File: src/source/shell_pkg.sv
//////////////////////////////////////////////////////////////////////
// Accelerator shell shared definitions
// Bus widths, APB register map, core timing and state encodings
//////////////////////////////////////////////////////////////////////
package shell_pkg;

   // Bus widths
   localparam int ADDR_W = 32;
   localparam int DATA_W = 32;
   localparam int STRB_W = DATA_W / 8;

   // Fixed AXI attributes, single beat only
   localparam int         AXI_ID_W       = 4;
   localparam int         AXI_LEN_W      = 8;
   localparam logic [2:0] AXI_SIZE_4B    = 3'b010;
   localparam logic [1:0] AXI_BURST_INCR = 2'b01;

   // APB register offsets, low address byte
   localparam logic [7:0] REG_BASE  = 8'h50;
   localparam logic [7:0] REG_START = 8'h54;
   localparam logic [7:0] REG_BUSY  = 8'h58;   // Read only

   // Core timing and job size
   localparam int RESET_DELAY = 12;
   localparam int RST_CNT_W   = $clog2(RESET_DELAY + 1);
   localparam int WORD_COUNT  = 8;
   localparam int KIDX_W      = $clog2(WORD_COUNT);
   localparam logic [ADDR_W-1:0] OUT_OFFSET = 32'h100;

   typedef enum logic [1:0] {
      IDLE,
      HOLD,    // Core held in reset
      RUN
   } seq_state_e;

   typedef enum logic [2:0] {
      K_IDLE,
      K_READ,
      K_WAIT_R,
      K_WRITE,
      K_WAIT_B,
      K_DONE
   } kern_state_e;

   typedef enum logic {
      OP_READ,
      OP_WRITE
   } mem_op_e;

endpackage

File: src/source/mem_req_if.sv
//////////////////////////////////////////////////////////////////////
// Kernel memory request channel
// One request at a time from the kernel to the AXI bridge
//////////////////////////////////////////////////////////////////////
`timescale 1ns/1ps

interface mem_req_if
   import shell_pkg::*;
();

   // Request side, driven by the kernel
   logic              req_valid;
   mem_op_e           op;
   logic [ADDR_W-1:0] rel_addr;   // Relative to the base register
   logic [DATA_W-1:0] wdata;

   // Response side, driven by the bridge
   logic              req_ready;
   logic              done;       // R or B beat
   logic [DATA_W-1:0] rdata;      // Valid with done on reads

   modport kernel (
      output req_valid,
      output op,
      output rel_addr,
      output wdata,
      input  req_ready,
      input  done,
      input  rdata
   );

   modport bridge (
      input  req_valid,
      input  op,
      input  rel_addr,
      input  wdata,
      output req_ready,
      output done,
      output rdata
   );

endinterface

File: src/source/apb_cfg_regs.sv
//////////////////////////////////////////////////////////////////////
// APB configuration registers
// Base address, software start bit and read-only busy status
//////////////////////////////////////////////////////////////////////
`timescale 1ns/1ps

module apb_cfg_regs
   import shell_pkg::*;
(
   input  logic              clk,
   input  logic              reset_pe,
   input  logic              psel,
   input  logic              penable,
   input  logic              pwrite,
   input  logic [ADDR_W-1:0] paddr,
   input  logic [DATA_W-1:0] pwdata,
   output logic [DATA_W-1:0] prdata,
   output logic              pready,
   output logic              pslverr,
   output logic              start,
   output logic [ADDR_W-1:0] base_addr,
   input  logic              core_reset,
   input  logic              kernel_busy,
   output logic              busy
);

   logic              setup_ph;
   logic              wr_en;
   logic              mapped;
   logic [DATA_W-1:0] rd_mux;

   assign setup_ph = psel && !penable;
   assign wr_en    = psel && penable && pwrite;   // Access phase of a write
   assign pready   = 1'b1;
   assign busy     = core_reset || kernel_busy;

   // Register map decode
   always_comb begin
      rd_mux = '0;
      mapped = 1'b1;
      case (paddr[7:0])
         REG_BASE:  rd_mux = base_addr;
         REG_START: rd_mux = {{(DATA_W-1){1'b0}}, start};
         REG_BUSY:  rd_mux = {{(DATA_W-1){1'b0}}, busy};
         default:   mapped = 1'b0;
      endcase
   end

   always_ff @(posedge clk) begin
      if (reset_pe) begin
         base_addr <= '0;
         start     <= 1'b0;
         pslverr   <= 1'b0;
      end else begin
         if (wr_en && paddr[7:0] == REG_BASE)
            base_addr <= pwdata;
         if (wr_en && paddr[7:0] == REG_START)
            start <= pwdata[0];
         // High for the whole access phase only
         pslverr <= setup_ph && !mapped;
      end
   end

   // Read data captured in setup, held through access
   always_ff @(posedge clk) begin
      if (setup_ph && !pwrite)
         prdata <= rd_mux;
   end

   ///////////////////////////////////////////////////////////////////////
   // Protocol checks
   ///////////////////////////////////////////////////////////////////////

   a_penable_needs_psel : assert property (
      @(posedge clk) disable iff (reset_pe)
      penable |-> psel
   ) else $error("penable high without psel");

endmodule

File: src/source/axi_reloc_bridge.sv
//////////////////////////////////////////////////////////////////////
// Relocation bridge
// Adds the base address and runs single-beat AXI reads and writes
//////////////////////////////////////////////////////////////////////
`timescale 1ns/1ps

module axi_reloc_bridge
   import shell_pkg::*;
(
   input  logic              clk,
   input  logic              reset_pe,
   input  logic [ADDR_W-1:0] base_addr,
   mem_req_if.bridge         mem,
   output logic              awvalid,
   output logic [ADDR_W-1:0] awaddr,
   output logic              wvalid,
   output logic [DATA_W-1:0] wdata,
   output logic              bready,
   output logic              arvalid,
   output logic [ADDR_W-1:0] araddr,
   output logic              rready,
   input  logic              awready,
   input  logic              wready,
   input  logic              bvalid,
   input  logic              arready,
   input  logic              rvalid,
   input  logic [DATA_W-1:0] rdata
);

   logic              pending;    // Transaction open until its response
   logic              accept;
   mem_op_e           op_q;
   logic [ADDR_W-1:0] addr_q;
   logic [DATA_W-1:0] wdata_q;

   assign mem.req_ready = !pending;
   assign accept        = mem.req_valid && mem.req_ready;

   always_ff @(posedge clk) begin
      if (reset_pe) begin
         pending <= 1'b0;
         arvalid <= 1'b0;
         awvalid <= 1'b0;
         wvalid  <= 1'b0;
      end else begin
         // AW and W complete independently
         if (arvalid && arready) arvalid <= 1'b0;
         if (awvalid && awready) awvalid <= 1'b0;
         if (wvalid && wready)   wvalid  <= 1'b0;
         if (accept) begin
            pending <= 1'b1;
            if (mem.op == OP_READ) begin
               arvalid <= 1'b1;
            end else begin
               awvalid <= 1'b1;
               wvalid  <= 1'b1;
            end
         end else if (mem.done) begin
            pending <= 1'b0;
         end
      end
   end

   // Relocated request fields
   always_ff @(posedge clk) begin
      if (accept) begin
         op_q    <= mem.op;
         addr_q  <= base_addr + mem.rel_addr;
         wdata_q <= mem.wdata;
      end
   end

   assign araddr    = addr_q;
   assign awaddr    = addr_q;
   assign wdata     = wdata_q;
   assign rready    = pending && (op_q == OP_READ);
   assign bready    = pending && (op_q == OP_WRITE);
   assign mem.done  = (rvalid && rready) || (bvalid && bready);
   assign mem.rdata = rdata;

   a_aw_hold : assert property (
      @(posedge clk) disable iff (reset_pe)
      awvalid && !awready |=> awvalid && $stable(awaddr)
   ) else $error("awvalid dropped before awready");

endmodule

File: src/source/core_reset_seq.sv
//////////////////////////////////////////////////////////////////////
// Core reset sequencer
// Holds the core in reset for a fixed time, then opens the run window
//////////////////////////////////////////////////////////////////////
`timescale 1ns/1ps

module core_reset_seq
   import shell_pkg::*;
(
   input  logic clk,
   input  logic reset_pe,
   input  logic start,
   output logic core_reset,
   output logic run
);

   seq_state_e           state;
   logic [RST_CNT_W-1:0] hold_cnt;

   always_ff @(posedge clk) begin
      if (reset_pe) begin
         state    <= IDLE;
         hold_cnt <= '0;
      end else begin
         case (state)
            IDLE: begin
               hold_cnt <= '0;
               if (start)
                  state <= HOLD;     // New start seen
            end
            HOLD: begin
               hold_cnt <= hold_cnt + 1'b1;
               if (hold_cnt == RST_CNT_W'(RESET_DELAY - 1))
                  state <= RUN;
            end
            RUN: begin
               if (!start)
                  state <= IDLE;     // Software stop
            end
            default: state <= IDLE;
         endcase
      end
   end

   assign core_reset = (state == HOLD);
   assign run        = (state == RUN);

   // Reset window and run window never overlap
   a_no_overlap : assert property (
      @(posedge clk) disable iff (reset_pe)
      !(core_reset && run)
   ) else $error("core_reset and run high together");

   a_reset_len : assert property (
      @(posedge clk) disable iff (reset_pe)
      $rose(core_reset) |-> core_reset [*RESET_DELAY] ##1 !core_reset
   ) else $error("core_reset not held for RESET_DELAY cycles");

endmodule

File: src/source/incr_kernel.sv
//////////////////////////////////////////////////////////////////////
// Increment kernel
// Reads WORD_COUNT words, adds one, writes them at OUT_OFFSET
// One memory request in flight at a time
//////////////////////////////////////////////////////////////////////
`timescale 1ns/1ps

module incr_kernel
   import shell_pkg::*;
(
   input  logic      clk,
   input  logic      reset_pe,
   input  logic      core_reset,
   input  logic      run,
   mem_req_if.kernel mem,
   output logic      kernel_busy
);

   kern_state_e        state;
   logic [KIDX_W-1:0]  idx;
   logic [DATA_W-1:0]  result;
   logic [ADDR_W-1:0]  src_addr;
   logic               last_word;

   assign src_addr  = ADDR_W'({idx, 2'b00});   // Four bytes per word
   assign last_word = (idx == KIDX_W'(WORD_COUNT - 1));

   ///////////////////////////////////////////////////////////////////////
   // Control FSM
   ///////////////////////////////////////////////////////////////////////

   always_ff @(posedge clk) begin
      if (reset_pe || core_reset) begin
         state <= K_IDLE;
         idx   <= '0;
      end else begin
         case (state)
            K_IDLE: begin
               idx <= '0;
               if (run)
                  state <= K_READ;
            end
            K_READ: begin
               if (mem.req_ready)
                  state <= K_WAIT_R;
            end
            K_WAIT_R: begin
               if (mem.done)
                  state <= K_WRITE;
            end
            K_WRITE: begin
               if (mem.req_ready)
                  state <= K_WAIT_B;
            end
            K_WAIT_B: begin
               if (mem.done) begin
                  if (last_word) begin
                     state <= K_DONE;
                  end else begin
                     idx   <= idx + 1'b1;
                     state <= K_READ;
                  end
               end
            end
            K_DONE: begin
               if (!run)
                  state <= K_IDLE;    // Wait for software to stop
            end
            default: state <= K_IDLE;
         endcase
      end
   end

   // Incremented word, held until the write is accepted
   always_ff @(posedge clk) begin
      if (state == K_WAIT_R && mem.done)
         result <= mem.rdata + 1'b1;
   end

   assign mem.req_valid = (state == K_READ) || (state == K_WRITE);
   assign mem.op        = (state == K_WRITE) ? OP_WRITE : OP_READ;
   assign mem.rel_addr  = (state == K_WRITE) ? src_addr + OUT_OFFSET : src_addr;
   assign mem.wdata     = result;

   assign kernel_busy = (state != K_IDLE) && (state != K_DONE);

   // Request held steady until the bridge takes it
   a_req_hold : assert property (
      @(posedge clk) disable iff (reset_pe || core_reset)
      mem.req_valid && !mem.req_ready |=> mem.req_valid && $stable(mem.op)
         && $stable(mem.rel_addr) && $stable(mem.wdata)
   ) else $error("request dropped or changed before acceptance");

endmodule

File: src/source/shell_top.sv
//////////////////////////////////////////////////////////////////////
// Accelerator shell top
// APB configuration in, relocated single-beat AXI master out
//////////////////////////////////////////////////////////////////////
`timescale 1ns/1ps

module shell_top
   import shell_pkg::*;
(
   input  logic                 clk,
   input  logic                 reset_pe,
   // APB slave
   input  logic                 psel,
   input  logic                 penable,
   input  logic                 pwrite,
   input  logic [ADDR_W-1:0]    paddr,
   input  logic [DATA_W-1:0]    pwdata,
   output logic [DATA_W-1:0]    prdata,
   output logic                 pready,
   output logic                 pslverr,
   // AXI write address and data
   output logic                 awvalid,
   output logic [ADDR_W-1:0]    awaddr,
   output logic [AXI_ID_W-1:0]  awid,
   output logic [AXI_LEN_W-1:0] awlen,
   output logic [2:0]           awsize,
   output logic [1:0]           awburst,
   input  logic                 awready,
   output logic                 wvalid,
   output logic [DATA_W-1:0]    wdata,
   output logic [STRB_W-1:0]    wstrb,
   output logic                 wlast,
   input  logic                 wready,
   // AXI write response
   input  logic                 bvalid,
   input  logic [1:0]           bresp,
   input  logic [AXI_ID_W-1:0]  bid,
   output logic                 bready,
   // AXI read address
   output logic                 arvalid,
   output logic [ADDR_W-1:0]    araddr,
   output logic [AXI_ID_W-1:0]  arid,
   output logic [AXI_LEN_W-1:0] arlen,
   output logic [2:0]           arsize,
   output logic [1:0]           arburst,
   input  logic                 arready,
   // AXI read data
   input  logic                 rvalid,
   input  logic [DATA_W-1:0]    rdata,
   input  logic [1:0]           rresp,
   input  logic                 rlast,
   input  logic [AXI_ID_W-1:0]  rid,
   output logic                 rready,
   output logic                 busy
);

   logic              start;
   logic [ADDR_W-1:0] base_addr;
   logic              core_reset;
   logic              run;
   logic              kernel_busy;

   mem_req_if mem_bus ();

   // Single beat, fixed id, full word
   assign awid    = '0;
   assign arid    = '0;
   assign awlen   = '0;
   assign arlen   = '0;
   assign awsize  = AXI_SIZE_4B;
   assign arsize  = AXI_SIZE_4B;
   assign awburst = AXI_BURST_INCR;
   assign arburst = AXI_BURST_INCR;
   assign wstrb   = '1;
   assign wlast   = 1'b1;

   apb_cfg_regs u_regs (
      .clk         (clk),
      .reset_pe    (reset_pe),
      .psel        (psel),
      .penable     (penable),
      .pwrite      (pwrite),
      .paddr       (paddr),
      .pwdata      (pwdata),
      .prdata      (prdata),
      .pready      (pready),
      .pslverr     (pslverr),
      .start       (start),
      .base_addr   (base_addr),
      .core_reset  (core_reset),
      .kernel_busy (kernel_busy),
      .busy        (busy)
   );

   core_reset_seq u_seq (
      .clk        (clk),
      .reset_pe   (reset_pe),
      .start      (start),
      .core_reset (core_reset),
      .run        (run)
   );

   incr_kernel u_kernel (
      .clk         (clk),
      .reset_pe    (reset_pe),
      .core_reset  (core_reset),
      .run         (run),
      .mem         (mem_bus),
      .kernel_busy (kernel_busy)
   );

   axi_reloc_bridge u_bridge (
      .clk       (clk),
      .reset_pe  (reset_pe),
      .base_addr (base_addr),
      .mem       (mem_bus),
      .awvalid   (awvalid),
      .awaddr    (awaddr),
      .wvalid    (wvalid),
      .wdata     (wdata),
      .bready    (bready),
      .arvalid   (arvalid),
      .araddr    (araddr),
      .rready    (rready),
      .awready   (awready),
      .wready    (wready),
      .bvalid    (bvalid),
      .arready   (arready),
      .rvalid    (rvalid),
      .rdata     (rdata)
   );

endmodule

File: config.mk
export PLATFORM = sky130hd
export DESIGN_NAME = shell_top
export DESIGN_NICKNAME = d
export VERILOG_FILES = /design/src/source/shell_pkg.sv /design/src/source/mem_req_if.sv /design/src/source/apb_cfg_regs.sv /design/src/source/axi_reloc_bridge.sv /design/src/source/core_reset_seq.sv /design/src/source/incr_kernel.sv /design/src/source/shell_top.sv
export SDC_FILE = /design/constraint.sdc
export NUM_CORES = 1
export LEC_CHECK = 0
export ABC_CLOCK_PERIOD_IN_PS = 3700
export BUFFER_PORTS_ARGS = -buffer_cell sky130_fd_sc_hd__buf_2
export CAP_MARGIN = 40
export CORE_AREA = 2 2 144 132
export DETAILED_ROUTE_END_ITERATION = 8
export DIE_AREA = 0 0 146 134
export HOLD_SLACK_MARGIN = 0.12
export PLACE_DENSITY = 0.85
export SLEW_MARGIN = 20
export SYNTH_ARGS = -nofsm -noshare
export SYNTH_HDL_FRONTEND = slang
export SYNTH_SLANG_ARGS = --single-unit
File: constraint.sdc
create_clock -name clk -period 3.7 [get_ports clk]
set_clock_uncertainty 0.15 [all_clocks]
set_input_delay 0.74 -clock clk [delete_from_list [all_inputs] [get_ports clk]]
set_output_delay 0.74 -clock clk [all_outputs]
set_load 0.02 [all_outputs]
Word-level counts from Yosys, hierarchy flattened
Cells that the tools add are included.
Word-level totals
  input bits: 119
  word-level logic and storage cells: 111
  flip-flop bits (word level): 179
Operators by class
  reduce and logical (&&, ||, !) cells: 35
  bitwise operators: 1
  add/sub/neg operators: 5
  mux-type cells: 31
  equality and inequality tests: 23
Operators with widths (number)
  32-bit case mux with 3 select lines: 1
  32-bit by 1-bit adder with 32-bit output (second input constant): 1
  32-bit adder: 1
  32-bit two-way mux: 1
  3-bit two-way mux: 9
  8-bit by 7-bit equality test with 1-bit output (second input constant): 3
  3-bit case mux with 6 select lines: 1
  1-bit logical AND: 17
  2-bit inequality test (second input constant): 7
  1-bit two-way mux: 13
  5-bit by 9-bit adder with 10-bit output (second input constant): 1
  3-bit equality test (second input constant): 3
  4-bit case mux with 2 select lines: 1
  3-bit by 2-bit equality test with 1-bit output (second input constant): 2
  2-bit two-way mux: 3
  2-bit by 1-bit inequality test with 1-bit output (second input constant): 3
  2-bit case mux with 3 select lines: 1
  3-bit case mux with 2 select lines: 1
  3-bit AND reduction: 2
  6-bit AND reduction: 1
  2-bit nonzero test: 3
  4-bit by 1-bit adder with 4-bit output (second input constant): 1
  4-bit equality test (second input constant): 1
  1-bit logical NOT: 4
  other kinds (11): 14

Depth between registers and ports, before layout
Gate-level depths: netlist (run 1).
  depth after elaboration: 6
  mapped depth: 8
  depth with buffers taken out: 7

Hierarchy
Synthesis (run 1) repeated with hierarchy kept, for this count alone.
Unflattened totals
  cells, all modules: 880
  area, all modules: 9879.5 um^2
Modules (own cells, without submodules)
  axi_reloc_bridge: times used 1, cells each 389, area each 4329.2 um^2
  apb_cfg_regs: times used 1, cells each 231, area each 2829.0 um^2
  incr_kernel: times used 1, cells each 190, area each 2149.6 um^2
  shell_top: times used 1, cells each 41, area each 300.3 um^2
  core_reset_seq: times used 1, cells each 29, area each 271.5 um^2

Worst setup path before layout (run 1)
No wires, ideal clock.
  path kind: flip-flop to flip-flop
  from: register u_kernel.state[0]
  to: register u_bridge.addr_q[0], in the netlist u_bridge.araddr[0], enable pin
  library setup time: 0.490 ns
  period minus slack after synthesis: 3.949 ns
  path slack: -0.249 ns
  cell stages (with the launch flop): 4
  arrival time: 3.309 ns
  required time: 3.060 ns
  buffers on the path: 1
  cell sequence: dfxtp_1 -> buf_2 -> nand2b_1 -> nor2_1
Between the ends
  cells in the longest elaborated chain, start to end: 3
RTL lines
  from (decl): RTL line incr_kernel.sv:19  | kern_state_e state;
  from (signal assigned): RTL line incr_kernel.sv:34  | state <= K_IDLE;
  from (signal assigned): RTL line incr_kernel.sv:41  | state <= K_READ;
  from (signal assigned): RTL line incr_kernel.sv:45  | state <= K_WAIT_R;
  3-bit by 1-bit equality test with 1-bit output or 3-bit by 2-bit equality test with 1-bit output (tied branches): RTL line incr_kernel.sv:80  | assign mem.req_valid = (state == K_READ) || (state == K_WRITE);
  1-bit logical OR *: RTL line incr_kernel.sv:80
  1-bit logical AND *: RTL line axi_reloc_bridge.sv:37  | assign accept = mem.req_valid && mem.req_ready;
  named net u_bridge.accept: RTL line axi_reloc_bridge.sv:31  | logic accept;
  to (signal assigned): RTL line axi_reloc_bridge.sv:68  | addr_q <= base_addr + mem.rel_addr;
  to (decl): RTL line axi_reloc_bridge.sv:33  | logic [ADDR_W-1:0] addr_q;
Mark *: on every way through the listed nets, which the timed path passes. The rest lies on a longest branch.
A chain may end at the register's enable or synchronous reset.

Worst setup path in the final report (run 1)
  from: register u_kernel.state[2]
  to: output busy
Between the ends
  cells in the longest elaborated chain, start to end: 3
RTL lines
  3-bit inequality test or 3-bit nonzero test (tied branches): RTL line incr_kernel.sv:85  | assign kernel_busy = (state != K_IDLE) && (state != K_DONE);
  1-bit logical AND *: RTL line incr_kernel.sv:85
  1-bit logical OR *: RTL line apb_cfg_regs.sv:35  | assign busy = core_reset || kernel_busy;
  to (decl): RTL line shell_top.sv:54  | output logic busy
Every way passes the cells marked *; elsewhere a longest branch is shown, timed or not.

==> summary.txt, run 1 <==
Status
  – Run status: complete, no violations

Run
  – Max Cap Violations: 0

CTS
  – Clock tree sinks: 179
  – Number of clock buffers inserted by TritonCTS: 17
  – Clock edge transition at the registers on the reported setup and hold paths: 0.06 ns
  – Hold buffers post-CTS: 0
  – TritonCTS clock tree: yes
  – H-tree levels: 4
  – Buffer count from post-CTS setup fixing: 0
  – Buffer depth of the longest clock path: 2
  – Resized cells post-CTS: 0
  – Root Buffer: sky130_fd_sc_hd__clkbuf_16
  – Source-to-sink clock delay at the later pin of the worst-skew pair: 0.42 ns

Cells and area
  – Most common cell after layout, fill and taps aside: sky130_fd_sc_hd__buf_2
  – Share of the core filled with cells: 53.3%
  – Number of fillers in the final layout: 1557
  – Final layout net count: 999
  – Final instance area: 0.00966 mm2
  – Fraction of final layout cells sized beyond drive strength 1: 30.4%
  – Area occupied by multi-input gates: 0.00265 mm2
  – Finished Layout Cells: 1132
  – Top library cells by usage in the layout, fill and taps aside: sky130_fd_sc_hd__buf_2, sky130_fd_sc_hd__edfxtp_1, sky130_fd_sc_hd__nand2_1
  – Area growth from synthesis to final layout: 20.1%
  – Area of all sequential standard cells: 0.00487 mm2

Timing
  – Tcrit/Tclk final: 79.4%
  – Hold Violations, Final: 0
  – Maximum achievable frequency: 340 MHz
  – Setup TNS Final: 0 ns
  – Worst Tran Pin Value: 0.606 ns
  – RSZ-0062 raised after global routing: false
  – Max-slew violation count: 0
  – Final-report setup violation count: 0
  – Worst path setup slack after routing: 0.761 ns
  – Fin crit period: 2.94 ns
  – Post-Route Hold Slack: 0.270 ns
  – Relative slew margins: 59.1%

Yosys
  – Netlist area before placement: 0.00804 mm2
  – Share of the synthesized area in the top cell type: 48.2%
  – EDFF count, synth: 129
  – Fraction of synthesis flops using an asynchronous set or reset pin: 0%
  – Gate Count Post-Synth: 684
  – Synth Flop Type: sky130_fd_sc_hd__edfxtp_1
  – Yosys synthesis warning count: 0
  – Sequential element share of the synthesized area: 60.6%
  – Avg Synthesized Cell Area: 11.8 um2
  – Largest area contributor in the netlist: sky130_fd_sc_hd__edfxtp_1
  – Count of different cell masters after synthesis: 59
  – Leading cell types by total area after synthesis: sky130_fd_sc_hd__edfxtp_1, sky130_fd_sc_hd__dfxtp_1, sky130_fd_sc_hd__buf_4
  – Register bit total from synthesis: 179

Floorplanning
  – Number of placement rows: 47
  – Die width: 146 um
  – Number of top-level pins: 294
  – Y dimension of the die: 134 um
  – Initial core utilization: 44.4%
  – Placeable core region: 0.0181 mm2
  – Die ar.: 0.0196 mm2

Hold path
  – Worst hold path class: register to register

Power
  – Leakage dissipation: 3.60 nW
  – Tot Pwr: 4.14 mW
  – Power per standard cell area: 429 mW/mm2
  – Maximum VDD drop: 0.303 mV

Worst setup path
  – Classification of the worst setup path: register to output port
  – CP endpoint kind: output port
  – Reg2reg end: u_bridge.araddr[24]
  – Maximum fanout encountered on the critical timing path: 14
  – Endpoint required time on the critical path: 2.81 ns
  – Reg-to-Reg Start: u_kernel.idx[0]
  – Capturing element of the worst setup path: busy
  – CP Launch Point: u_kernel.state[2]
  – Signal arrival time at the worst endpoint: 2.05 ns
  – Crit start category: register
  – Worst-case register-to-register setup slack: 1.29 ns
  – Worst reg2reg path depth: 8

Routing
  – Wire length per cell: 15.1 um
  – Initial DRC Count: 319
  – Total wire length after detailed routing: 17100 um
  – Drt first pass iters: 5
  – Via count: 5615
  – DRC violation count after routing: 0
  – Number of vias per cell after detailed routing: 4.96
  – Post-route ant nets: 0

Global routing
  – Largest net degree at the start of global routing: 36
  – Number of global-route vias before repair: 5164
  – First-pass GRT wire length: 26200 um
  – Residual overflow from global routing: 0
  – Antenna violations before repair: 3
  – Tot GR Track Use: 17.4%

Placed design
  – Cell count after placement: 1098
  – Worst setup slack before clock tree synthesis: 0.939 ns
  – Dpl cell area: 0.00905 mm2
  – Last weighted congestion value of the routability-driven placer: 0.837
  – Count of input and output buffers: 216
  – DP Wirelength: 12700 um
cell usage after synthesis (2+ instances only):
master / instances
sky130_fd_sc_hd__clkbuf_1: 14
sky130_fd_sc_hd__conb_1: 2
sky130_fd_sc_hd__dfxtp_1: 50
sky130_fd_sc_hd__mux2i_1: 5
sky130_fd_sc_hd__buf_1: 2
sky130_fd_sc_hd__xor2_1: 24
sky130_fd_sc_hd__nand2_1: 90
sky130_fd_sc_hd__edfxtp_1: 129
sky130_fd_sc_hd__o32a_1: 2
sky130_fd_sc_hd__buf_2: 2
sky130_fd_sc_hd__nand3_1: 17
sky130_fd_sc_hd__and2_1: 37
sky130_fd_sc_hd__a21oi_1: 42
sky130_fd_sc_hd__nand2b_1: 10
sky130_fd_sc_hd__o21ai_0: 10
sky130_fd_sc_hd__nand3b_1: 2
sky130_fd_sc_hd__o22ai_1: 2
sky130_fd_sc_hd__inv_1: 8
sky130_fd_sc_hd__xnor2_1: 36
sky130_fd_sc_hd__buf_4: 73
sky130_fd_sc_hd__and4_1: 3
sky130_fd_sc_hd__nor4_4: 2
sky130_fd_sc_hd__nor2_1: 37
sky130_fd_sc_hd__a22oi_1: 3
sky130_fd_sc_hd__nand4_1: 14
sky130_fd_sc_hd__ha_1: 7
sky130_fd_sc_hd__nor3_1: 15
sky130_fd_sc_hd__and3_1: 9
sky130_fd_sc_hd__o2111ai_1: 2
sky130_fd_sc_hd__buf_6: 3
sky130_fd_sc_hd__nor3b_1: 2
sky130_fd_sc_hd__nor2b_1: 3
metal layers:
metal | global-route usage [%] | share of wire [%]
met5 | 0 | 0.064
met4 | 6.04 | 1.8
met3 | 5.03 | 8.1
met1 | 19.6 | 38
met2 | 31.6 | 52
worst min path at each step:
stage	start	to	slack [ns]	cells past startpoint
6_report	u_kernel.mem.wdata[0]	u_bridge.wdata[0]	0.27	0
5_1_grt	u_kernel.mem.wdata[8]	u_bridge.wdata[8]	0.28	0
4_1_cts	u_kernel.mem.wdata[23]	u_bridge.wdata[23]	0.27	0
3_5_place_dp	u_kernel.mem.wdata[23]	u_bridge.wdata[23]	0.25	0
3_3_place_gp	u_kernel.mem.wdata[29]	u_bridge.wdata[29]	0.25	0
2_1_floorplan	u_kernel.mem.wdata[0]	u_bridge.wdata[0]	0.25	0
final cells by class:
cell class | instances | share of cell area (%)
clock buffers | 23 | 4.95
flip-flops and latches | 179 | 50.5
clock inverters | 9 | 1.24
inverters | 8 | 0.311
well taps | 245 | 3.17
multi-input cells | 441 | 27.5
diodes | 2 | 0.0518
repair buffers | 225 | 12.3
state kept, by name (all words and copies together), names as in the netlist:
signal,count
u_regs.start,1
u_kernel.idx,3
u_regs.prdata,32
u_seq.state,2
u_bridge.araddr,32
u_kernel.mem.wdata,32
u_bridge.op_q,1
u_kernel.state,3
u_bridge.pending,1
u_bridge.wvalid,1
u_bridge.awvalid,1
u_regs.pslverr,1
u_regs.base_addr,32
u_bridge.wdata,32
u_seq.hold_cnt,4
u_bridge.arvalid,1
worst max-delay path, cell delays in order, from the launching register on:
cell,delay [ns]
sky130_fd_sc_hd__dfxtp_1,0.66
sky130_fd_sc_hd__nor2_1,0.16
sky130_fd_sc_hd__o21ai_0,0.54
sky130_fd_sc_hd__buf_2,0.28
report_power, final:
part           internal [mW]  switching (mW)  total (mW)
Combinational         0.0615           0.117       0.179
Sequential              2.14         0.00249        2.14
Clock                   1.06           0.754        1.82
Total                   3.27           0.874        4.14
cells by family after synthesis:
kind of cell    share of synthesized area, %
simple gates                            16.5
flops                                   60.6
buf+inv                                 8.48
compound gates                          5.48
xor+xnor                                6.53
fa+ha+maj                               1.46
mux                                    0.809
other cells                           0.0934
Note: power is estimated with default switching activity, not from simulation.
==> run 2: changes to the inputs <==
--- a/config.mk
+++ b/config.mk
@@ -5,14 +5,15 @@
 export SDC_FILE = /design/constraint.sdc
 export NUM_CORES = 1
 export LEC_CHECK = 0
-export ABC_CLOCK_PERIOD_IN_PS = 3700
+export ABC_AREA = 1
+export ABC_CLOCK_PERIOD_IN_PS = 3100
 export BUFFER_PORTS_ARGS = -buffer_cell sky130_fd_sc_hd__buf_2
 export CAP_MARGIN = 40
-export CORE_AREA = 2 2 144 132
+export CORE_AREA = 2 2 140 128
 export DETAILED_ROUTE_END_ITERATION = 8
-export DIE_AREA = 0 0 146 134
+export DIE_AREA = 0 0 142 130
 export HOLD_SLACK_MARGIN = 0.12
-export PLACE_DENSITY = 0.85
+export PLACE_DENSITY = 0.89
 export SLEW_MARGIN = 20
 export SYNTH_ARGS = -nofsm -noshare
 export SYNTH_HDL_FRONTEND = slang
==> constraint.sdc (replaced) <==
create_clock -name clk -period 3.1 [get_ports clk]
set_clock_uncertainty 0.15 [all_clocks]
set_input_delay 0.62 -clock clk [delete_from_list [all_inputs] [get_ports clk]]
set_output_delay 0.62 -clock clk [all_outputs]
set_load 0.02 [all_outputs]
==> summary.txt, run 2 <==
Timing
  – Relative slew margins: 58.8% (was 59.1%)
  – Maximum achievable frequency: 410 MHz
  – Setup TNS Final: 0 ns (unchanged)
  – Worst path setup slack after routing: 0.662 ns (was 0.761 ns)
  – Tcrit/Tclk final: 78.6%
  – Post-Route Hold Slack: 0.269 ns (was 0.270 ns)
  – Fin crit period: 2.44 ns
  – Final-report setup violation count: 0 (unchanged)
  – RSZ-0062 raised after global routing: false (unchanged)
  – Hold Violations, Final: 0 (unchanged)
  – Worst Tran Pin Value: 0.609 ns (was 0.606 ns)
  – Max-slew violation count: 0 (unchanged)

Power
  – Leakage dissipation: 4.08 nW (was 3.60 nW)
  – Maximum VDD drop: 0.378 mV (was 0.303 mV)
  – Power per standard cell area: 640 mW/mm2 (was 429 mW/mm2)
  – Tot Pwr: 6.45 mW (was 4.14 mW)

Routing
  – Number of vias per cell after detailed routing: 5.22 (was 4.96)
  – Post-route ant nets: 0 (unchanged)
  – Wire length per cell: 16.3 um (was 15.1 um)
  – DRC violation count after routing: 0 (unchanged)
  – Initial DRC Count: 515 (was 319)
  – Total wire length after detailed routing: 21300 um (was 17100 um)
  – Drt first pass iters: 6 (was 5)
  – Via count: 6819 (was 5615)

Yosys
  – Leading cell types by total area after synthesis: sky130_fd_sc_hd__edfxtp_1, sky130_fd_sc_hd__dfxtp_1, sky130_fd_sc_hd__nand2_1 (was sky130_fd_sc_hd__edfxtp_1, sky130_fd_sc_hd__dfxtp_1, sky130_fd_sc_hd__buf_4)
  – Sequential element share of the synthesized area: 56.9% (was 60.6%)
  – Synth Flop Type: sky130_fd_sc_hd__edfxtp_1 (unchanged)
  – Avg Synthesized Cell Area: 9.66 um2 (was 11.8 um2)
  – Fraction of synthesis flops using an asynchronous set or reset pin: 0% (unchanged)
  – Register bit total from synthesis: 179 (unchanged)
  – Count of different cell masters after synthesis: 39 (was 59)
  – Largest area contributor in the netlist: sky130_fd_sc_hd__edfxtp_1 (unchanged)
  – Yosys synthesis warning count: 0 (unchanged)
  – Most instantiated cells after synthesis: sky130_fd_sc_hd__nand2_1, sky130_fd_sc_hd__edfxtp_1, sky130_fd_sc_hd__inv_1, sky130_fd_sc_hd__nor2_1, sky130_fd_sc_hd__nand3_1 (was sky130_fd_sc_hd__edfxtp_1, sky130_fd_sc_hd__nand2_1, sky130_fd_sc_hd__buf_4)
  – EDFF count, synth: 129 (unchanged)
  – Most used standard cell by instance count after synthesis: sky130_fd_sc_hd__nand2_1 (was sky130_fd_sc_hd__edfxtp_1)
  – Gate Count Post-Synth: 887 (was 684)
  – Share of the synthesized area in the top cell type: 45.2% (was 48.2%)
  – Netlist area before placement: 0.00857 mm2 (was 0.00804 mm2)

Floorplanning
  – Die ar.: 0.0185 mm2 (was 0.0196 mm2)
  – Number of top-level pins: 294 (unchanged)
  – Initial core utilization: 49.8% (was 44.4%)
  – Y dimension of the die: 130 um (was 134 um)
  – Placeable core region: 0.0172 mm2 (was 0.0181 mm2)
  – Die width: 142 um (was 146 um)
  – Number of placement rows: 46 (was 47)

Placed design
  – Worst setup slack before clock tree synthesis: 0.481 ns (was 0.939 ns)
  – DP Wirelength: 16100 um (was 12700 um)
  – Last weighted congestion value of the routability-driven placer: 0.951 (was 0.837)
  – Dpl cell area: 0.00945 mm2 (was 0.00905 mm2)
  – Count of input and output buffers: 216 (unchanged)
  – Cell count after placement: 1274 (was 1098)

CTS
  – H-tree levels: 4 (unchanged)
  – Number of clock buffers inserted by TritonCTS: 17 (unchanged)
  – TritonCTS clock tree: yes (unchanged)
  – Source-to-sink clock delay at the later pin of the worst-skew pair: 0.42 ns (about the same)
  – Resized cells post-CTS: 0 (unchanged)
  – Clock edge transition at the registers on the reported setup and hold paths: 0.07 ns (was 0.06 ns)
  – Buffer depth of the longest clock path: 2 (unchanged)
  – Root Buffer: sky130_fd_sc_hd__clkbuf_16 (unchanged)
  – Hold buffers post-CTS: 0 (unchanged)
  – Clock tree sinks: 179 (unchanged)
  – Buffer count from post-CTS setup fixing: 0 (unchanged)

Global routing
  – Number of global-route vias before repair: 6518 (was 5164)
  – Residual overflow from global routing: 0 (unchanged)
  – First-pass GRT wire length: 32900 um (was 26200 um)
  – Tot GR Track Use: 23.2% (was 17.4%)
  – Largest net degree at the start of global routing: 37 (was 36)
  – Antenna violations before repair: 2 (was 3)

Worst setup path
  – Worst-case register-to-register setup slack: 0.72 ns (was 1.29 ns)
  – Worst reg2reg path depth: 11 (was 8)
  – Reg-to-Reg Start: u_kernel.idx[0] (unchanged)
  – CP Launch Point: u_kernel.state[0] (was u_kernel.state[2])
  – Signal arrival time at the worst endpoint: 1.67 ns (was 2.05 ns)
  – Crit start category: register (unchanged)
  – Classification of the worst setup path: register to output port (unchanged)
  – Endpoint required time on the critical path: 2.33 ns (was 2.81 ns)
  – CP endpoint kind: output port (unchanged)
  – Maximum fanout encountered on the critical timing path: 9 (was 14)

Run
  – Max Cap Violations: 0 (unchanged)

Cells and area
  – Top library cells by usage in the layout, fill and taps aside: sky130_fd_sc_hd__buf_2, sky130_fd_sc_hd__nand2_1, sky130_fd_sc_hd__edfxtp_1 (was sky130_fd_sc_hd__buf_2, sky130_fd_sc_hd__edfxtp_1, sky130_fd_sc_hd__nand2_1)
  – Most common cell after layout, fill and taps aside: sky130_fd_sc_hd__buf_2 (unchanged)
  – Share of the core filled with cells: 58.6% (was 53.3%)
  – Antenna diode count: 0 (was 2)
  – Final layout net count: 1204 (was 999)
  – Area growth from synthesis to final layout: 17.6% (was 20.1%)
  – Fraction of final layout cells sized beyond drive strength 1: 24.9% (was 30.4%)
  – Final instance area: 0.0101 mm2 (was 0.00966 mm2)
  – Finished Layout Cells: 1306 (was 1132)

Status
  – Run status: complete, no violations (unchanged)

Hold path
  – Hold path cells: 0 (unchanged)
  – Worst hold path class: register to register (unchanged)
  – Source of the worst hold timing path: u_kernel.mem.wdata[0] (unchanged)
==> run 2: cell types whose count changed after synthesis, moves of 8 or more <==
cell	change
sky130_fd_sc_hd__nand2_1	+84
sky130_fd_sc_hd__inv_1	+78
sky130_fd_sc_hd__nand3_1	+63
sky130_fd_sc_hd__nor2_1	+49
sky130_fd_sc_hd__and2_1	-37
sky130_fd_sc_hd__xnor2_1	-28
sky130_fd_sc_hd__nor3_1	+12
sky130_fd_sc_hd__a21oi_1	+10
sky130_fd_sc_hd__clkbuf_1	-10
sky130_fd_sc_hd__nand2b_1	-10
sky130_fd_sc_hd__xor2_1	+10
sky130_fd_sc_hd__and3_1	-8
==> run 2: routing by layer <==
metal	share of wire, %	vias up	global-route usage, %
met5	0.11	-	0
met3	9.1	40	7.45
li1	-	3236	-
met4	1.9	4	6.59
met2	51	376	41.9
met1	38	3163	26.6
==> run 2: cell families (layout without fill, tap and decap cells) <==
logic type | Yosys count | in the layout | synth area share [%]
and+or+nand+nor | 412 | 412 | 21.5
buffers and inverters | 181 | 346 | 12.1
adders and majority gates | 8 | 8 | 1.26
other | 2 | 40 | 0.0877
DFF | 179 | 179 | 56.9
xor gates and xnor gates | 42 | 42 | 4.29
AOI/OAI and AO/OA | 63 | 63 | 3.86
==> run 2: cell type report <==
type,instances,area [um2]
clock buffers,21,483
clock inverters,11,146
fillers,1451,7130
inverters,89,334
multi-input cells,565,2820
flip-flops and latches,179,4870
well taps,216,270
repair buffers,225,1150
==> run 2: final timing paths <==
path,end
worst max-delay path,busy
worst min register to register,u_bridge.wdata[0]
worst max register to register,u_bridge.araddr[28]
worst min-delay path,u_bridge.wdata[0]
==> run 2: where the power goes <==
group / leakage (nW) / switching [mW] / total, mW / internal, mW
combinational: 2.20 / 0.889 / 1.20 / 0.314
clock: 0.311 / 0.919 / 2.29 / 1.37
sequential: 1.57 / 0.101 / 2.96 / 2.86
total: 4.08 / 1.91 / 6.45 / 4.54
==> run 2: worst max-delay path, cell delays in order (launching register included) <==
cell and delay, ns:
sky130_fd_sc_hd__dfxtp_1 0.40, sky130_fd_sc_hd__nor2_1 0.28, sky130_fd_sc_hd__inv_1 0.12, sky130_fd_sc_hd__o21ai_0 0.17
sky130_fd_sc_hd__nand2_1 0.11, sky130_fd_sc_hd__buf_2 0.17
==> run 3: changes to the inputs <==
--- a/config.mk
+++ b/config.mk
@@ -6,14 +6,14 @@
 export NUM_CORES = 1
 export LEC_CHECK = 0
 export ABC_AREA = 1
-export ABC_CLOCK_PERIOD_IN_PS = 3100
+export ABC_CLOCK_PERIOD_IN_PS = 2009
 export BUFFER_PORTS_ARGS = -buffer_cell sky130_fd_sc_hd__buf_2
 export CAP_MARGIN = 40
-export CORE_AREA = 2 2 140 128
+export CORE_AREA = 2 2 147 135
 export DETAILED_ROUTE_END_ITERATION = 8
-export DIE_AREA = 0 0 142 130
+export DIE_AREA = 0 0 149 137
 export HOLD_SLACK_MARGIN = 0.12
-export PLACE_DENSITY = 0.89
+export PLACE_DENSITY = 0.85
 export SLEW_MARGIN = 20
 export SYNTH_ARGS = -nofsm -noshare
 export SYNTH_HDL_FRONTEND = slang
==> constraint.sdc (replaced) <==
create_clock -name clk -period 2.01 [get_ports clk]
set_clock_uncertainty 0.15 [all_clocks]
set_input_delay 0.402 -clock clk [delete_from_list [all_inputs] [get_ports clk]]
set_output_delay 0.402 -clock clk [all_outputs]
set_load 0.02 [all_outputs]
==> summary.txt, run 3 (same netlist as run 2, synthesis figures left out) <==
Timing
  – Max-slew violation count: 0 (unchanged)
  – RSZ-0062 raised after global routing: true (was false)
  – Relative slew margins: 62.0% (was 58.8%)
  – Tcrit/Tclk final: 101%
  – Final-report setup violation count: 1 (was 0)
  – Hold Violations, Final: 0 (unchanged)
  – Setup TNS Final: -0.0136 ns (was 0 ns)
  – Fin crit period: 2.02 ns
  – Post-Route Hold Slack: 0.138 ns (was 0.269 ns)
  – Worst Tran Pin Value: 0.569 ns (was 0.609 ns)
  – Maximum achievable frequency: 494 MHz
  – Worst path setup slack after routing: -0.0136 ns (was 0.662 ns)

Worst setup path
  – Classification of the worst setup path: register to register (was register to output port)
  – Endpoint required time on the critical path: 2.04 ns (was 2.33 ns)
  – Crit-path max cell delay: 0.36 ns (was 0.40 ns)
  – CP endpoint kind: register (was output port)
  – Reg-to-Reg Start: u_regs.base_addr[2] (was u_kernel.idx[0])
  – Maximum fanout encountered on the critical timing path: 3 (was 9)
  – Worst-case register-to-register setup slack: -0.01 ns (was 0.72 ns)
  – Worst reg2reg path depth: 10 (was 11)
  – Cell at the slowest stage of the critical path: sky130_fd_sc_hd__dfxtp_2 (was sky130_fd_sc_hd__dfxtp_1)
  – Crit start category: register (unchanged)
  – Signal arrival time at the worst endpoint: 2.05 ns (was 1.67 ns)
  – Reg2reg end: u_bridge.araddr[10] (was u_bridge.araddr[28])
  – Most Frequent Cell on Critical Path: sky130_fd_sc_hd__nand2_2
  – Cells along the critical path: ha_4 > fa_2 > nand2_2 > nand2_2 > nand2_4 > o21ai_4 > nand2_2 > buf_6 > buf_6 > xor2_1 (was nor2_1 > inv_1 > o21ai_0 > nand2_1 > buf_2)

Routing
  – Wire length per cell: 16.1 um (was 16.3 um)
  – Post-route ant nets: 0 (unchanged)
  – Total wire length after detailed routing: 23500 um (was 21300 um)
  – Drt first pass iters: 7 (was 6)
  – Wl on met1: 8770 um (was 8070 um)
  – Detailed route wirelength on metal2: 11900 um (was 10800 um)
  – Met3 routed WL: 2010 um (was 1940 um)
  – Number of vias per cell after detailed routing: 5.00 (was 5.22)
  – Via count: 7279 (was 6819)
  – DRC violation count after routing: 0 (unchanged)
  – Initial DRC Count: 419 (was 515)
  – DR top layer: met5 (unchanged)

Power
  – Switching Share: 30.9% (was 29.6%)
  – Maximum VDD drop: 0.617 mV (was 0.378 mV)
  – Power per standard cell area: 893 mW/mm2 (was 640 mW/mm2)
  – Internal Power: 6.92 mW (was 4.54 mW)
  – Share of power burned in registers: 45.5% (was 45.8%)
  – Part of the total power dissipated in combinational logic: 20.8% (was 18.6%)
  – Clk pwr share: 33.7% (was 35.5%)
  – Leakage dissipation: 4.64 nW (was 4.08 nW)
  – Switching component of the power: 3.10 mW (was 1.91 mW)

CTS
  – Number of clock buffers inserted by TritonCTS: 17 (unchanged)
  – Clock edge transition at the registers on the reported setup and hold paths: 0.07 ns (about the same)
  – Source-to-sink clock delay at the later pin of the worst-skew pair: 0.43 ns (was 0.42 ns)
  – H-tree levels: 4 (unchanged)
  – TritonCTS clock tree: yes (unchanged)
  – Buffer depth of the longest clock path: 2 (unchanged)
  – Root Buffer: sky130_fd_sc_hd__clkbuf_16 (unchanged)
  – Clock tree sinks: 179 (unchanged)

Cells and area
  – Final instance area: 0.0112 mm2 (was 0.0101 mm2)
  – Area growth from synthesis to final layout: 31.0% (was 17.6%)
  – Area occupied by multi-input gates: 0.00293 mm2 (was 0.00282 mm2)
  – Number of fillers in the final layout: 1597 (was 1451)
  – Final layout net count: 1318 (was 1204)
  – Most common cell after layout, fill and taps aside: sky130_fd_sc_hd__buf_2 (unchanged)
  – Share of the core filled with cells: 59.5% (was 58.6%)
  – Top library cells by usage in the layout, fill and taps aside: sky130_fd_sc_hd__buf_2, sky130_fd_sc_hd__nand2_1, sky130_fd_sc_hd__edfxtp_1 (unchanged)
  – Area of all sequential standard cells: 0.00489 mm2 (was 0.00487 mm2)
  – Finished Layout Cells: 1456 (was 1306)
  – Fraction of final layout cells sized beyond drive strength 1: 31.6% (was 24.9%)

Global routing
  – Residual overflow from global routing: 0 (unchanged)
  – Antenna violations before repair: 3 (was 2)
  – Largest net degree at the start of global routing: 37 (unchanged)
  – Number of global-route vias before repair: 7017 (was 6518)
  – Tot GR Track Use: 22.5% (was 23.2%)
  – First-pass GRT wire length: 34900 um (was 32900 um)

Placed design
  – Last weighted congestion value of the routability-driven placer: 0.948 (was 0.951)
  – DP Wirelength: 16900 um (was 16100 um)
  – Dpl cell area: 0.0101 mm2 (was 0.00945 mm2)
  – Cell count after placement: 1380 (was 1274)
  – Count of input and output buffers: 216 (unchanged)

Floorplanning
  – Die width: 149 um (was 142 um)
  – Die ar.: 0.0204 mm2 (was 0.0185 mm2)
  – Number of top-level pins: 294 (unchanged)
  – Y dimension of the die: 137 um (was 130 um)
  – Initial core utilization: 45.4% (was 49.8%)
  – Number of placement rows: 48 (was 46)
  – Placeable core region: 0.0189 mm2 (was 0.0172 mm2)

Hold path
  – Hold worst-path end: u_regs.base_addr[11] (was u_bridge.wdata[0])
  – Source of the worst hold timing path: pwdata[11] (was u_kernel.mem.wdata[0])
  – Hold path cells: 3 (was 0)
  – Worst hold path class: primary input to register (was register to register)

Status
  – Run status: finished with violations (was complete, no violations)
  – Failing checks: setup timing

Run
  – Max Cap Violations: 0 (unchanged)
run 3: changes by cell type in the layout (fill, tap and decap cells not counted), sizes merged:
cell / before / now
buf: 225 / 303
bufinv: 3 / 2
clkbuf: 21 / 17
clkinvlp: 0 / 1
diode: 0 / 2
dlygate4sd3: 0 / 36
inv: 92 / 96
run 3: metrics by stage:
step | worst slack, ns | total power, mW
floorplan | -0.0592 | 6.02
global placement | -0.0474 | 6.57
detailed placement | -0.143 | 6.59
CTS | -0.00727 | 10.0
global route | -0.0714 | 10.4
finish | -0.0136 | 10.0
run 3: area by class of cell:
cell class	count	area share (%)
clock inverters	15	1.51
diodes	2	0.0446
flip-flops and latches	179	43.6
multi-input cells	565	26.1
repair buffers	339	19.2
well taps	250	2.79
inverters	89	3.02
clock buffers	17	3.79
run 3: layer usage:
metal | global-route usage [%] | up-vias
met5 | 0 | -
met4 | 9.42 | 2
met3 | 6.63 | 55
met2 | 40.6 | 357
met1 | 24.9 | 3382
li1 | - | 3483
run 3: worst max-delay path by stage:
| stage | depth (start not counted) | start | slack (ns) | to |
|---|---|---|---|---|
| floorplan | 4 | u_kernel.state[2] | -0.06 | u_bridge.araddr[0] |
| global placement | 11 | u_regs.base_addr[2] | -0.05 | u_bridge.araddr[28] |
| detailed placement | 11 | u_regs.base_addr[2] | -0.14 | u_bridge.araddr[28] |
| CTS | 6 | u_kernel.state[0] | -0.007 | busy |
| global route | 9 | u_regs.base_addr[4] | -0.07 | u_bridge.araddr[13] |
| finish | 10 | u_regs.base_addr[2] | -0.01 | u_bridge.araddr[10] |
run 3: timing repair:
item | 4_1_cts | 5_1_grt
gates resized for setup | 18 | 24
hold endpoints to repair | 39 | 0
pin swaps | 6 | 11
endpoints found under the setup margin | 13 | 13
buffers inserted | 3 | 4
hold buffers | 36 | 0
gates cloned | 0 | 0
run 3: power groups by stage:
stage | clock network, mW | registers (mW) | logic (mW)
2_1_floorplan | 0 | 5.04 | 0.981
3_3_place_gp | 0 | 4.62 | 1.95
3_5_place_dp | 0 | 4.63 | 1.96
4_1_cts | 3.42 | 4.56 | 2.07
5_1_grt | 3.58 | 4.59 | 2.23
6_report | 3.38 | 4.56 | 2.08
run 3: worst max-delay path: cells and delay by family (launching register included):
family	cells	cell delay (ns)
compound gates	1	0.21
fa+ha+maj	2	0.36
simple gates	4	0.34
buf+inv	2	0.23
flops	1	0.36
xor+xnor	1	0.12
